===== src/verilog/cpu_consts.svh =====
`ifndef CPU_CONSTS_SVH
`define CPU_CONSTS_SVH

// instructions issued per cycle
`define ISSUE_NUM 2

// architectural registers
`define REG_NUM 32

// fetch buffer entries, power of two
`define INSTR_FIFO_DEPTH 4

// first fetch address, 8-byte aligned
`define RESET_PC 32'h0000_0000

`endif


===== src/verilog/cpu_isa_pkg.sv =====
package cpu_isa_pkg;

typedef logic [31:0] uint32_t;
typedef logic [31:0] virt_t;
typedef logic [4:0]  reg_addr_t;

// major opcodes, instr[31:26]
typedef enum logic [5:0] {
	OP_SPECIAL = 6'h00,
	OP_ADDIU   = 6'h09,
	OP_SLTI    = 6'h0a,
	OP_ANDI    = 6'h0c,
	OP_ORI     = 6'h0d,
	OP_XORI    = 6'h0e,
	OP_LUI     = 6'h0f
} opcode_t;

// special function codes, instr[5:0]
typedef enum logic [5:0] {
	FN_SLL  = 6'h00,
	FN_SRL  = 6'h02,
	FN_ADDU = 6'h21,
	FN_SUBU = 6'h23,
	FN_AND  = 6'h24,
	FN_OR   = 6'h25,
	FN_XOR  = 6'h26,
	FN_NOR  = 6'h27,
	FN_SLT  = 6'h2a,
	FN_SLTU = 6'h2b
} funct_t;

typedef enum logic [3:0] {
	ALU_NOP,
	ALU_ADD,
	ALU_SUB,
	ALU_AND,
	ALU_OR,
	ALU_XOR,
	ALU_NOR,
	ALU_SLT,
	ALU_SLTU,
	ALU_SLL,
	ALU_SRL
} alu_op_t;

endpackage


===== src/verilog/cpu_pipe_pkg.sv =====
package cpu_pipe_pkg;

import cpu_isa_pkg::*;

// instruction bus, one aligned pair per access
typedef struct packed {
	logic  read;
	virt_t address;
} ibus_req_t;

typedef struct packed {
	logic        stall;
	// low word at address, high word at address+4
	logic [63:0] rddata;
} ibus_resp_t;

typedef struct packed {
	logic    valid;
	virt_t   pc;
	uint32_t instr;
} fetch_entry_t;

// ID/EX payload, operands already forwarded
typedef struct packed {
	logic      valid;
	virt_t     pc;
	alu_op_t   alu_op;
	reg_addr_t rd;
	uint32_t   op1;
	uint32_t   op2;
	logic [4:0] shamt;
} pipeline_decode_t;

// EX result, also WB stage and commit
typedef struct packed {
	logic      valid;
	virt_t     pc;
	reg_addr_t rd;
	uint32_t   wdata;
} pipeline_exec_t;

endpackage


===== src/verilog/instr_exec.sv =====
`timescale 1ns/1ps

module instr_exec (
	input  cpu_pipe_pkg::pipeline_decode_t data,
	output cpu_pipe_pkg::pipeline_exec_t   result
);

import cpu_isa_pkg::*;

uint32_t   alu_out;
reg_addr_t rd;

always_comb begin
	case (data.alu_op)
		ALU_ADD:  alu_out = data.op1 + data.op2;
		ALU_SUB:  alu_out = data.op1 - data.op2;
		ALU_AND:  alu_out = data.op1 & data.op2;
		ALU_OR:   alu_out = data.op1 | data.op2;
		ALU_XOR:  alu_out = data.op1 ^ data.op2;
		ALU_NOR:  alu_out = ~(data.op1 | data.op2);
		ALU_SLT:  alu_out = {31'b0, $signed(data.op1) < $signed(data.op2)};
		ALU_SLTU: alu_out = {31'b0, data.op1 < data.op2};
		// shifts act on rt by shamt
		ALU_SLL:  alu_out = data.op2 << data.shamt;
		ALU_SRL:  alu_out = data.op2 >> data.shamt;
		default:  alu_out = '0;
	endcase
end

assign rd = (data.alu_op == ALU_NOP) ? '0 : data.rd;

always_comb begin
	result.valid = data.valid;
	result.pc    = data.pc;
	result.rd    = rd;
	// r0 always reads back as zero
	result.wdata = (rd == '0) ? '0 : alu_out;
end

endmodule


===== config.mk =====
export PLATFORM = sky130hd
export DESIGN_NAME = instr_exec
export DESIGN_NICKNAME = d
export VERILOG_FILES = /design/src/verilog/cpu_consts.svh /design/src/verilog/cpu_isa_pkg.sv /design/src/verilog/cpu_pipe_pkg.sv /design/src/verilog/instr_exec.sv
export SDC_FILE = /design/constraint.sdc
export NUM_CORES = 1
export LEC_CHECK = 0
export ABC_AREA = 1
export BUFFER_PORTS_ARGS = -buffer_cell sky130_fd_sc_hd__buf_2
export CORE_ASPECT_RATIO = 0.5
export CORE_MARGIN = 2
export CORE_UTILIZATION = 43
export DETAILED_ROUTE_END_ITERATION = 10
export PLACE_DENSITY = 0.72
export SETUP_SLACK_MARGIN = 0.02
export SYNTH_ARGS = -nofsm -noshare
export SYNTH_HDL_FRONTEND = slang
export SYNTH_SLANG_ARGS = --single-unit

===== constraint.sdc =====
create_clock -name vclk -period 3.9
set_input_delay 0.195 -clock vclk [all_inputs]
set_output_delay 0.195 -clock vclk [all_outputs]
set_load 0.03 [all_outputs]

### Yosys cells after proc, flatten, opt, wreduce, memory -nomap -nowiden

Index checks and enable logic that the tools add are counted.

| storage, ports and cells | value |
|---|---|
| flip-flop bits (word level) | 0 |
| memories kept | 0 |
| memory bits (writable) | 0 |
| memory bits (read-only) | 0 |
| output and inout port bits | 70 |
| bits in latches | 0 |
| bits of input ports | 111 |

| operators by class | value |
|---|---|
| $mul | 0 |
| muxes and demuxes | 3 |
| shifts and indexed selects | 2 |
| equal/unequal tests | 10 |
| divide/modulo/power cells | 0 |
| reductions and logical operators | 2 |
| add/sub/neg operators | 2 |
| bitwise gates (word level) | 4 |
| order comparisons | 2 |

Operators with widths:

| cell | number |
|---|---|
| $pmux 32 s10 | 1 |
| $lt 32x32->1 | 2 |
| $add 32x32->32 | 1 |
| $and 32x32->32 | 1 |
| $mux 32 | 1 |
| $not 32->32 | 1 |
| $or 32x32->32 | 1 |
| $shl 32x5->32 | 1 |
| $shr 32x5->32 | 1 |
| $sub 32x32->32 | 1 |
| $xor 32x32->32 | 1 |
| $eq 4x3->1 const B | 4 |
| $eq 4x4->1 const B | 3 |
| $eq 4x2->1 const B | 2 |
| $logic_not 5->1 | 1 |
| $mux 5 | 1 |
| $eq 4x1->1 const B | 1 |
| $logic_not 4->1 | 1 |

### Longest topological paths before layout

| depth | value |
|---|---|
| depth after elaboration | 4 |
| mapped depth | 18 |
| gate-level depth less buffers | 17 |

### Worst setup path after synthesis

Ideal clock, no wire load.

| timing path | value |
|---|---|
| path kind | input -> output |
| from | input data[5] in the netlist's numbering |
| to | output result[16] in the netlist's numbering |
| cell stages on the path | 13 |
| data arrival time | 2072 ps |
| buffers on the path | 0 |
| path slack | 1633 ps |
| cells stage by stage | ha_1 > fa_1 > nand3_1 > nand3_1 > nand2_1 > nand2_1 > nand2_1 > nor2_1 > o21ai_0 > nand3_1 > nand2_1 > nor2_1 > nor2_1 |

RTL lines:

| what | line | RTL |
|---|---|---|
| start: declaration | instr_exec.sv:4 | `input cpu_pipe_pkg::pipeline_decode_t data,` |
| end: declaration | instr_exec.sv:5 | `output cpu_pipe_pkg::pipeline_exec_t result` |

==> results.ini <==
[outcome]
status = complete, no violations

[global_route]
grt_pass1_wl_um = 69920
grt_max_degree = 65
grt_antenna_before_repair = 0
grt-ovfl-total = 0
grt.total_usage_pct = 35.38
grt_pass1_vias = 12381

[layout]
clock_buffers = 0
final_net_count = 2367
drive_gt1_share_pct = 7.431
final_cell_mix = nand2_1, nand3_1, inv_1
area_growth_pct = 3.002
layout_commonest_cell = nand2_1
seq_cell_count = 0
regArea_um2 = 0
fill_cells = 2806
fin_area_um2 = 10770

[sta]
fmax_mhz = 320.0
setup_tns_ps = 0
worst_slew_pin_slew_ps = 882.9
finalHoldViolCount = 0
setup_viol = 0
finalMaxSlewViolations = 0
slew-limit-headroom_pct = 41.05
grt_setup_unrepaired = no
post-route-period-util_pct = 80.13
layout_min_cycle_time_ps = 3125

[floorplan]
die_w_um = 224.6
num_rows = 40
die_h_um = 114.3
core_um2 = 23920
initial_core_util_pct = 43.72
io_pins = 181
die_area_um2 = 25660

[logic_synthesis]
synth_area_leaders = nand2_1, nand3_1, ha_1
syn_inst = 2152
synth_area_leader_cell = nand2_1
synthDistinctLibCells = 40
yosys_warnings = 0
seq_area_frac_synth_pct = 0
syn_nets = 2364
yosysTopAreaCellShare_pct = 23.76
syn_area_per_cell_um2 = 4.860
syn_area_um2 = 10460

[routing]
vias = 14598
wl_um = 47440
firstDrtPassIters = 6
drc = 0
post_drt_via_cell_ratio = 5.910
ant_nets = 0
wl_per_cell_um = 19.20
first_iter_violations = 2563

[clock_tree]
cts_resized = 0
cts_setup_buffers = 0
cts_hold_buf = 0

[worst_hold_path]
hold_path_depth = 0
min_to = result[39]
hold_class = input pin to output pin
hp-start = data[80]

[placed_design]
io_buffers = 115
dp_hpwl_um = 38840
placed_cell_area_um2 = 10770
place.gp.congestion = 1.080

[worst_setup_path]
crit_path_start = data[30]
path_class = input pin to output pin
endpoint_kind = output pin
worstSetupStartpointType = input pin
crit_required_ps = 3700
arrival_ps = 2930
cp_max_fo = 10

[job]
drv_cap = 0

metal layers:
layer  wire (um)  GRT usage [%]  up-vias  part of all wire [%]
li1            -              -     6855                     -
met1       19960          51.62     6584                    42
met2       18460          51.29     1051                    39
met3        7759          9.700      108                    16
met4        1251          7.329        0                   2.6
met5           0              0        -                     0
synthesized netlist by cell type (all sizes together):
cell and instances:
a211oi 2, fa 2, nand2 667, xor2 4, and3 5, o21bai 8
buf 107, nor2 207, a21oi 76, clkbuf 21, nand4 25, nand3b 2
a31oi 3, inv 341, nand3 410, clkinv 1, o2111ai 4, o21ai 62
and2 21, nor3 32, ha 99, o211ai 18, or2 3, o21a 3
a221oi 3, o221ai 2, mux2i 2, o22ai 22
worst max-delay path by stage:
stage	depth (start not counted)	to	slack [ps]
after global placement	14	result[12]	970
after global routing	15	result[16]	730
after detailed placement	16	result[16]	960
after floorplan	13	result[16]	1630
after CTS	16	result[16]	950
final	14	result[0]	770
layout make-up:
cell class	instances	area (um^2)	share of cell area [%]
Timing Repair Buffer	129	693.2	6.434
Antenna cell	2	5.005	0.04646
Multi-Input combinational cell	1682	8393	77.91
Inverter	342	1287	11.95
Tap cell	315	394.1	3.659
logic make-up (layout without fill, tap and decap cells):
family                     Yosys count  after routing  share of synthesized area [%]
adders and majority gates          101            101                          12.23
AOI/OAI and AO/OA                  203            203                          11.08
buffers and inverters              470            471                          19.75
xor gates and xnor gates             4              4                         0.3349
muxes                                2              2                         0.1914
and+or+nand+nor                   1372           1372                          56.42
other                                0              2                              0
through the flow:
stage / worst slack (ps) / utilization (%) / hold slack (ps) / instances
after CTS: 952.8 / 45.01 / 390.2 / 2468
after floorplan: 1633 / - / 521.7 / 2152
after detailed placement: 959.4 / 45.01 / 390.2 / 2468
after global placement: 967.6 / 45.01 / 390.2 / 2468
final: 774.8 / 45.03 / 390.0 / 2470
after global routing: 734.1 / 45.01 / 390.0 / 2468
critical path, stage by stage:
cell	delay, ps
buf_2	140
inv_1	70
ha_1	570
inv_1	110
a21oi_1	300
nor2_1	100
o21bai_1	130
nand2_1	90
a21oi_1	390
nand2_1	150
nor2_1	120
nor2_1	50
a21oi_1	250
buf_2	260
