`config.mk`:
```
export PLATFORM = sky130hd
export DESIGN_NAME = decode_and_issue
export DESIGN_NICKNAME = d
export VERILOG_FILES = /design/src/verilog/cpu_isa_pkg.sv /design/src/verilog/cpu_pipe_pkg.sv /design/src/verilog/decode_and_issue.sv
export VERILOG_INCLUDE_DIRS = /design/src /design/src/verilog
export SDC_FILE = /design/constraint.sdc
export NUM_CORES = 1
export LEC_CHECK = 0
export ABC_AREA = 0
export BUFFER_PORTS_ARGS = -buffer_cell sky130_fd_sc_hd__buf_4
export CAP_MARGIN = 20
export CORE_AREA = 2 2 306 308
export DETAILED_ROUTE_END_ITERATION = 8
export DIE_AREA = 0 0 308 310
export MAX_ROUTING_LAYER = met4
export PLACE_DENSITY = 0.32
export SYNTH_ARGS = -nofsm -noshare
export SYNTH_HDL_FRONTEND = slang
export SYNTH_SLANG_ARGS = --single-unit
```
`constraint.sdc`:
```
create_clock -name vclk -period 6.45
set_input_delay 0.3225 -clock vclk [all_inputs]
set_output_delay 0.3225 -clock vclk [all_outputs]
set_load 0.1 [all_outputs]
```
`src/verilog/cpu_consts.svh`:
```
`ifndef CPU_CONSTS_SVH
`define CPU_CONSTS_SVH

// instructions issued per cycle
`define ISSUE_NUM 2

// architectural registers
`define REG_NUM 32

// fetch buffer entries, power of two
`define INSTR_FIFO_DEPTH 4

// first fetch address, 8-byte aligned
`define RESET_PC 32'h0000_0000

`endif

```
`src/verilog/cpu_isa_pkg.sv`:
```
package cpu_isa_pkg;

typedef logic [31:0] uint32_t;
typedef logic [31:0] virt_t;
typedef logic [4:0]  reg_addr_t;

// major opcodes, instr[31:26]
typedef enum logic [5:0] {
	OP_SPECIAL = 6'h00,
	OP_ADDIU   = 6'h09,
	OP_SLTI    = 6'h0a,
	OP_ANDI    = 6'h0c,
	OP_ORI     = 6'h0d,
	OP_XORI    = 6'h0e,
	OP_LUI     = 6'h0f
} opcode_t;

// special function codes, instr[5:0]
typedef enum logic [5:0] {
	FN_SLL  = 6'h00,
	FN_SRL  = 6'h02,
	FN_ADDU = 6'h21,
	FN_SUBU = 6'h23,
	FN_AND  = 6'h24,
	FN_OR   = 6'h25,
	FN_XOR  = 6'h26,
	FN_NOR  = 6'h27,
	FN_SLT  = 6'h2a,
	FN_SLTU = 6'h2b
} funct_t;

typedef enum logic [3:0] {
	ALU_NOP,
	ALU_ADD,
	ALU_SUB,
	ALU_AND,
	ALU_OR,
	ALU_XOR,
	ALU_NOR,
	ALU_SLT,
	ALU_SLTU,
	ALU_SLL,
	ALU_SRL
} alu_op_t;

endpackage

```
`src/verilog/cpu_pipe_pkg.sv`:
```
package cpu_pipe_pkg;

import cpu_isa_pkg::*;

// instruction bus, one aligned pair per access
typedef struct packed {
	logic  read;
	virt_t address;
} ibus_req_t;

typedef struct packed {
	logic        stall;
	// low word at address, high word at address+4
	logic [63:0] rddata;
} ibus_resp_t;

typedef struct packed {
	logic    valid;
	virt_t   pc;
	uint32_t instr;
} fetch_entry_t;

// ID/EX payload, operands already forwarded
typedef struct packed {
	logic      valid;
	virt_t     pc;
	alu_op_t   alu_op;
	reg_addr_t rd;
	uint32_t   op1;
	uint32_t   op2;
	logic [4:0] shamt;
} pipeline_decode_t;

// EX result, also WB stage and commit
typedef struct packed {
	logic      valid;
	virt_t     pc;
	reg_addr_t rd;
	uint32_t   wdata;
} pipeline_exec_t;

endpackage

```
`src/verilog/decode_and_issue.sv`:
```
`timescale 1ns/1ps
`include "cpu_consts.svh"

module decode_and_issue (
	input  cpu_pipe_pkg::fetch_entry_t [1:0]     fetch_entry,
	output logic [1:0]                           issue_num,
	output cpu_isa_pkg::reg_addr_t [3:0]         reg_raddr,
	input  cpu_isa_pkg::uint32_t [3:0]           reg_rdata,
	input  cpu_pipe_pkg::pipeline_exec_t [1:0]   pipeline_exec,
	input  cpu_pipe_pkg::pipeline_exec_t [1:0]   pipeline_wb,
	output cpu_pipe_pkg::pipeline_decode_t [1:0] pipeline_decode
);

import cpu_isa_pkg::*;
import cpu_pipe_pkg::*;

alu_op_t   [`ISSUE_NUM-1:0] dec_op;
reg_addr_t [`ISSUE_NUM-1:0] dec_rd;
reg_addr_t [`ISSUE_NUM-1:0] src1, src2;
logic      [`ISSUE_NUM-1:0] use_imm;
uint32_t   [`ISSUE_NUM-1:0] imm;
logic      [`ISSUE_NUM-1:0] issue_slot;
uint32_t   [3:0]            operand;

always_comb begin
	for (int i = 0; i < `ISSUE_NUM; i++) begin
		dec_op[i]  = ALU_NOP;
		dec_rd[i]  = fetch_entry[i].instr[20:16];
		src1[i]    = fetch_entry[i].instr[25:21];
		src2[i]    = '0;
		use_imm[i] = 1'b1;
		imm[i]     = {16'h0, fetch_entry[i].instr[15:0]};
		case (fetch_entry[i].instr[31:26])
			OP_SPECIAL: begin
				dec_rd[i]  = fetch_entry[i].instr[15:11];
				src2[i]    = fetch_entry[i].instr[20:16];
				use_imm[i] = 1'b0;
				case (fetch_entry[i].instr[5:0])
					FN_ADDU: dec_op[i] = ALU_ADD;
					FN_SUBU: dec_op[i] = ALU_SUB;
					FN_AND:  dec_op[i] = ALU_AND;
					FN_OR:   dec_op[i] = ALU_OR;
					FN_XOR:  dec_op[i] = ALU_XOR;
					FN_NOR:  dec_op[i] = ALU_NOR;
					FN_SLT:  dec_op[i] = ALU_SLT;
					FN_SLTU: dec_op[i] = ALU_SLTU;
					FN_SLL:  dec_op[i] = ALU_SLL;
					FN_SRL:  dec_op[i] = ALU_SRL;
					default: dec_op[i] = ALU_NOP;
				endcase
				// shifts read rt only
				if (dec_op[i] == ALU_SLL || dec_op[i] == ALU_SRL)
					src1[i] = '0;
			end
			OP_ADDIU: begin
				dec_op[i] = ALU_ADD;
				imm[i]    = {{16{fetch_entry[i].instr[15]}}, fetch_entry[i].instr[15:0]};
			end
			OP_SLTI: begin
				dec_op[i] = ALU_SLT;
				imm[i]    = {{16{fetch_entry[i].instr[15]}}, fetch_entry[i].instr[15:0]};
			end
			OP_ANDI: dec_op[i] = ALU_AND;
			OP_ORI:  dec_op[i] = ALU_OR;
			OP_XORI: dec_op[i] = ALU_XOR;
			OP_LUI: begin
				// 0 | imm << 16
				dec_op[i] = ALU_OR;
				src1[i]   = '0;
				imm[i]    = {fetch_entry[i].instr[15:0], 16'h0};
			end
			default: dec_op[i] = ALU_NOP;
		endcase
		// unknown encodings write r0 and read nothing
		if (dec_op[i] == ALU_NOP) begin
			dec_rd[i] = '0;
			src1[i]   = '0;
			src2[i]   = '0;
		end
	end
end

// slot 1 waits on a RAW hazard with slot 0
assign issue_slot[0] = fetch_entry[0].valid;
assign issue_slot[1] = fetch_entry[1].valid &&
	!(dec_rd[0] != '0 && (src1[1] == dec_rd[0] || src2[1] == dec_rd[0]));
assign issue_num = {1'b0, issue_slot[0]} + {1'b0, issue_slot[1]};

always_comb begin
	for (int i = 0; i < `ISSUE_NUM; i++) begin
		reg_raddr[2*i]     = src1[i];
		reg_raddr[2*i + 1] = src2[i];
	end
end

// later assignment wins, so lowest priority goes first
always_comb begin
	for (int p = 0; p < 4; p++) begin
		operand[p] = reg_rdata[p];
		for (int s = 0; s < `ISSUE_NUM; s++) begin
			if (pipeline_wb[s].valid && pipeline_wb[s].rd == reg_raddr[p])
				operand[p] = pipeline_wb[s].wdata;
		end
		for (int s = 0; s < `ISSUE_NUM; s++) begin
			if (pipeline_exec[s].valid && pipeline_exec[s].rd == reg_raddr[p])
				operand[p] = pipeline_exec[s].wdata;
		end
		if (reg_raddr[p] == '0)
			operand[p] = '0;
	end
end

always_comb begin
	for (int i = 0; i < `ISSUE_NUM; i++) begin
		pipeline_decode[i] = '0;
		if (issue_slot[i]) begin
			pipeline_decode[i].valid  = 1'b1;
			pipeline_decode[i].pc     = fetch_entry[i].pc;
			pipeline_decode[i].alu_op = dec_op[i];
			pipeline_decode[i].rd     = dec_rd[i];
			pipeline_decode[i].op1    = operand[2*i];
			pipeline_decode[i].op2    = use_imm[i] ? imm[i] : operand[2*i + 1];
			pipeline_decode[i].shamt  = fetch_entry[i].instr[10:6];
		end
	end
end

endmodule

```
* Word level (Yosys, flattened, before mapping)
Cells that the tools add are included.
Operators by class: mux-type cells 46, $add $sub $neg 1, reductions and logical operators 37, equality and inequality tests 52
Operators with widths (number):
- 32-bit two-way mux | 22
- 111-bit two-way mux | 2
- 32-bit one-hot mux with 2 select lines | 2
- 6-bit equality test (second input constant) | 16
- 5-bit equality test | 18
- 4-bit one-hot mux with 10 select lines | 2
- 6-bit by 4-bit equality test with 1-bit output (second input constant) | 12
- 5-bit two-way mux | 12
- 4-bit one-hot mux with 6 select lines | 2
- 6-bit zero test | 4
- 5-bit zero test | 4
- 5-bit one-hot mux with 2 select lines | 2
- 1-bit logical AND | 18
- 4-bit equality test (second input constant) | 4
- 6-bit by 2-bit equality test with 1-bit output (second input constant) | 2
- 4-bit zero test | 2
- 4-bit two-way mux | 2
- 2-bit OR reduction | 4
- 5-bit nonzero test | 1
- 1-bit logical OR | 3
- 1-bit by 1-bit adder with 2-bit output | 1
- 1-bit zero test | 1
Word-level totals: register bits after elaboration 0, word-level logic and storage cells 136, output and inout bits 244

* Longest topological paths before layout
depth after elaboration 16, gate-level depth with buffers 14, gate-level depth less buffers 10

* Least setup slack after synthesis
No wires, ideal clock.
kind input to output, start in fetch_entry[92] (netlist bit), end out pipeline_decode[138] (netlist bit), stages on the path 12, arrival time 6.481 ns, required time 6.128 ns, setup slack -0.353 ns, cell sequence buf_2 -> nor4_4 -> and2_1 -> nand2b_1 -> buf_4 -> nor2_1 -> xnor2_1 -> nand3_1 -> nand2_1 -> buf_2 -> a211oi_1 -> nor4_1
RTL lines:
- start, declared | RTL line decode_and_issue.sv:5 | input cpu_pipe_pkg::fetch_entry_t [1:0] fetch_entry,
- end, declared | RTL line decode_and_issue.sv:11 | output cpu_pipe_pkg::pipeline_decode_t [1:0] pipeline_decode

==> results.sh <==
export IMPL_grt_usage=0.1985
export IMPL_grt_first_pass_wirelength_um=128600
export IMPL_min_period_ps=5192
export IMPL_n_fill_cell=10672
export IMPL_drtIter0Drc=1177
export IMPL_die_area_um2=95480
export IMPL_drive_above_1_share=0.3956
export IMPL_startpoint_type="primary input"
export IMPL_fp_dieH_um=310
export IMPL_outcome="finished clean"
export IMPL_vias_per_cell=4.612
export IMPL_wirelength_um=98240
export IMPL_ys_types=82
export IMPL_synthXorXnorAreaFrac=0.04895
export IMPL_slew_headroom=0.2645
export IMPL_nets=2591
export IMPL_worstSetupPathType="in2out"
export IMPL_cap_violations=0
export IMPL_io_buffers=654
export IMPL_holdPathStages=3
export IMPL_cp_required_ps=6130
export IMPL_tightest_slew_ps=1103
export IMPL_row_count=112
export IMPL_syn_instance_count=1526
export IMPL_syn_nets=2065
export IMPL_max_freq_mhz=192.6
export IMPL_cts_setup_buffers=0
export IMPL_slew_viol_final=0
export IMPL_pre_cts_slack_ps=1263
export IMPL_timing_final_crit_share=0.8049
export IMPL_yosysWarnings=0
export IMPL_antenna_found_initial=12
export IMPL_vias=15012
export IMPL_endpoint_kind="output port"
export IMPL_dpl_hpwl_um=79920
export IMPL_yosys_area_share_simple=0.3297
export IMPL_hold_buffers=0
export IMPL_first_global_vias=15134
export IMPL_power_per_cell_area_nw_per_um2=74.38
export IMPL_cts_resized=0
export IMPL_hold_violations=0
export IMPL_hold_ws_ps=1094
export IMPL_min_path_type="in2out"
export IMPL_coreArea_um2=92490
export IMPL_grt_max_degree=49
export IMPL_p_leak_uw=0.007289
export IMPL_wl_per_cell_um=30.18
export IMPL_nFlopsAndLatches=0
export IMPL_clkbuf_count=0
export IMPL_finalSetupViolCount=0
export IMPL_cpMaxStageDelayCell="nand2_1"
export IMPL_path_max_fanout=13
export IMPL_min_to="pipeline_decode[191]"
export IMPL_worstPathArrival_ps=4870
export IMPL_seq_area_um2=0
export IMPL_synthAdderAreaFrac=0.001295
export IMPL_ys_seq_area_frac=0
export IMPL_synth_mux_area_frac=0.1246
export IMPL_yosys_area_top_type="mux2i_1"
export IMPL_syn_area_um2=9662
export IMPL_grt_overflow_total=0
export IMPL_synth_top_area_share=0.1036
export IMPL_io_pin_count=782
export IMPL_synth_compound_area_share=0.4101
export IMPL_irDropWorstVdd_mv=0.04742
export IMPL_multiInputGateArea_um2=9019
export IMPL_initial_core_util=0.1045
export IMPL_die_w_um=308
export IMPL_gp_congestion=0.8739
export IMPL_synth_top_family_by_area="compound AO/OA/AOI/OAI gates"
export IMPL_cp_common_cell="buf_4"
export IMPL_synth_area_leaders="mux2i_1, nor2_1, and2_1"
export IMPL_crit_path_cell_trace="buf_4 -> or2_1 -> a211oi_2 -> nand2b_1 -> o21ai_0 -> a22oi_1 -> nand3_1 -> nand2_1 -> a211oi_1 -> nor4_2 -> buf_4"
export IMPL_syn_area_per_cell_um2=6.331
export IMPL_hold_start="fetch_entry[99]"
export IMPL_drtPass1Iterations=6
export IMPL_syn_to_final_growth_pct=64.46
export IMPL_rsz0062_at_grt="no"
export IMPL_post_route_drc_count=0
export IMPL_max_stage_delay_ps=810
export IMPL_setup_slack_ps=1258
export IMPL_setup_tns_ps=0
export IMPL_antenna_left=0
-- cell usage after synthesis (5+ instances only) --
cell,instances
o21ai_1,8
o211ai_1,21
a21o_1,19
nand3_1,20
and2_1,117
xor2_1,10
mux2i_1,100
nand4_1,12
o32ai_1,8
nor4bb_1,8
nor4_1,21
o32ai_2,30
nor2_1,207
a22oi_1,59
a211oi_1,35
clkbuf_1,120
and3_1,43
nor3_1,26
xnor2_1,44
nor2b_1,13
nand2b_1,10
buf_2,35
o31ai_1,6
a31oi_1,65
o21ai_0,62
inv_1,17
a22o_1,18
nand2_1,119
buf_6,6
nor4b_1,6
o22ai_1,5
buf_4,6
mux2_2,18
a21oi_1,113
o221a_2,16
a211o_1,33
-- worst max path at each step --
stage | startpoint | end | slack, ps | depth (start not counted)
final | fetch_entry[65] | pipeline_decode[143] | 1260 | 11
after CTS | fetch_entry[65] | pipeline_decode[146] | 1260 | 11
after detailed placement | fetch_entry[65] | pipeline_decode[146] | 1260 | 11
after global routing | fetch_entry[65] | pipeline_decode[134] | 1040 | 12
after global placement | fetch_entry[65] | pipeline_decode[146] | 1310 | 11
after floorplan | fetch_entry[0] | pipeline_decode[37] | 210 | 10
-- routing by layer --
metal  global-route usage  up-vias  share of wire
met5                    -        -              0
met4              0.03290        0          0.017
met3              0.03903       64          0.076
met2               0.3452      762           0.49
met1               0.2397     7420           0.42
li1                     -     6766              -
-- cell families (layout without fill, tap and decap cells) --
kind of cell / Yosys count / in the layout
AO/OA/AOI/OAI: 534 / 534
buffers and inverters: 190 / 714
AND/OR/NAND/NOR: 629 / 629
XOR/XNOR: 54 / 54
other: 0 / 8
multiplexers: 118 / 118
adder cells (fa/ha/maj): 1 / 1
-- layout make-up --
class,count,area share
tap,1197,0.09425
inverter,19,0.004488
timing repair buffer,695,0.3324
antenna,8,0.001260
multi-input combinational,1336,0.5676
-- metrics by stage --
step / std cells / power (uW) / utilization / instance area, um2
finish: 3255 / 1182 / 0.1718 / 15890
floorplan: 1526 / 672.4 / - / 9762
global route: 3252 / 1238 / 0.1717 / 15880
global placement: 3245 / 1188 / 0.1711 / 15830
CTS: 3247 / 1192 / 0.1716 / 15870
detailed placement: 3247 / 1190 / 0.1716 / 15870
-- worst max-delay path: cells and delay by family --
kind	cells	cell delay, ps
buf+inv	2	560
simple gates	5	2800
compound gates	4	1140
-- cell usage in the layout (no fill, tap or decap), types with 43 or more instances in the layout --
master | Yosys | final
a31oi_1 | 65 | 65
nor2_1 | 207 | 203
a22oi_1 | 59 | 59
and3_1 | 43 | 43
a21oi_1 | 113 | 112
and2_1 | 117 | 117
nand2_1 | 119 | 119
mux2i_1 | 100 | 100
xnor2_1 | 44 | 44
buf_4 | 6 | 690
o21ai_0 | 62 | 62
-- power by group --
group,internal [uW],switching [uW]
clock,0.0000105,0
combinational,374,808
sequential,0,0
Power figures use the tool's default switching activity.
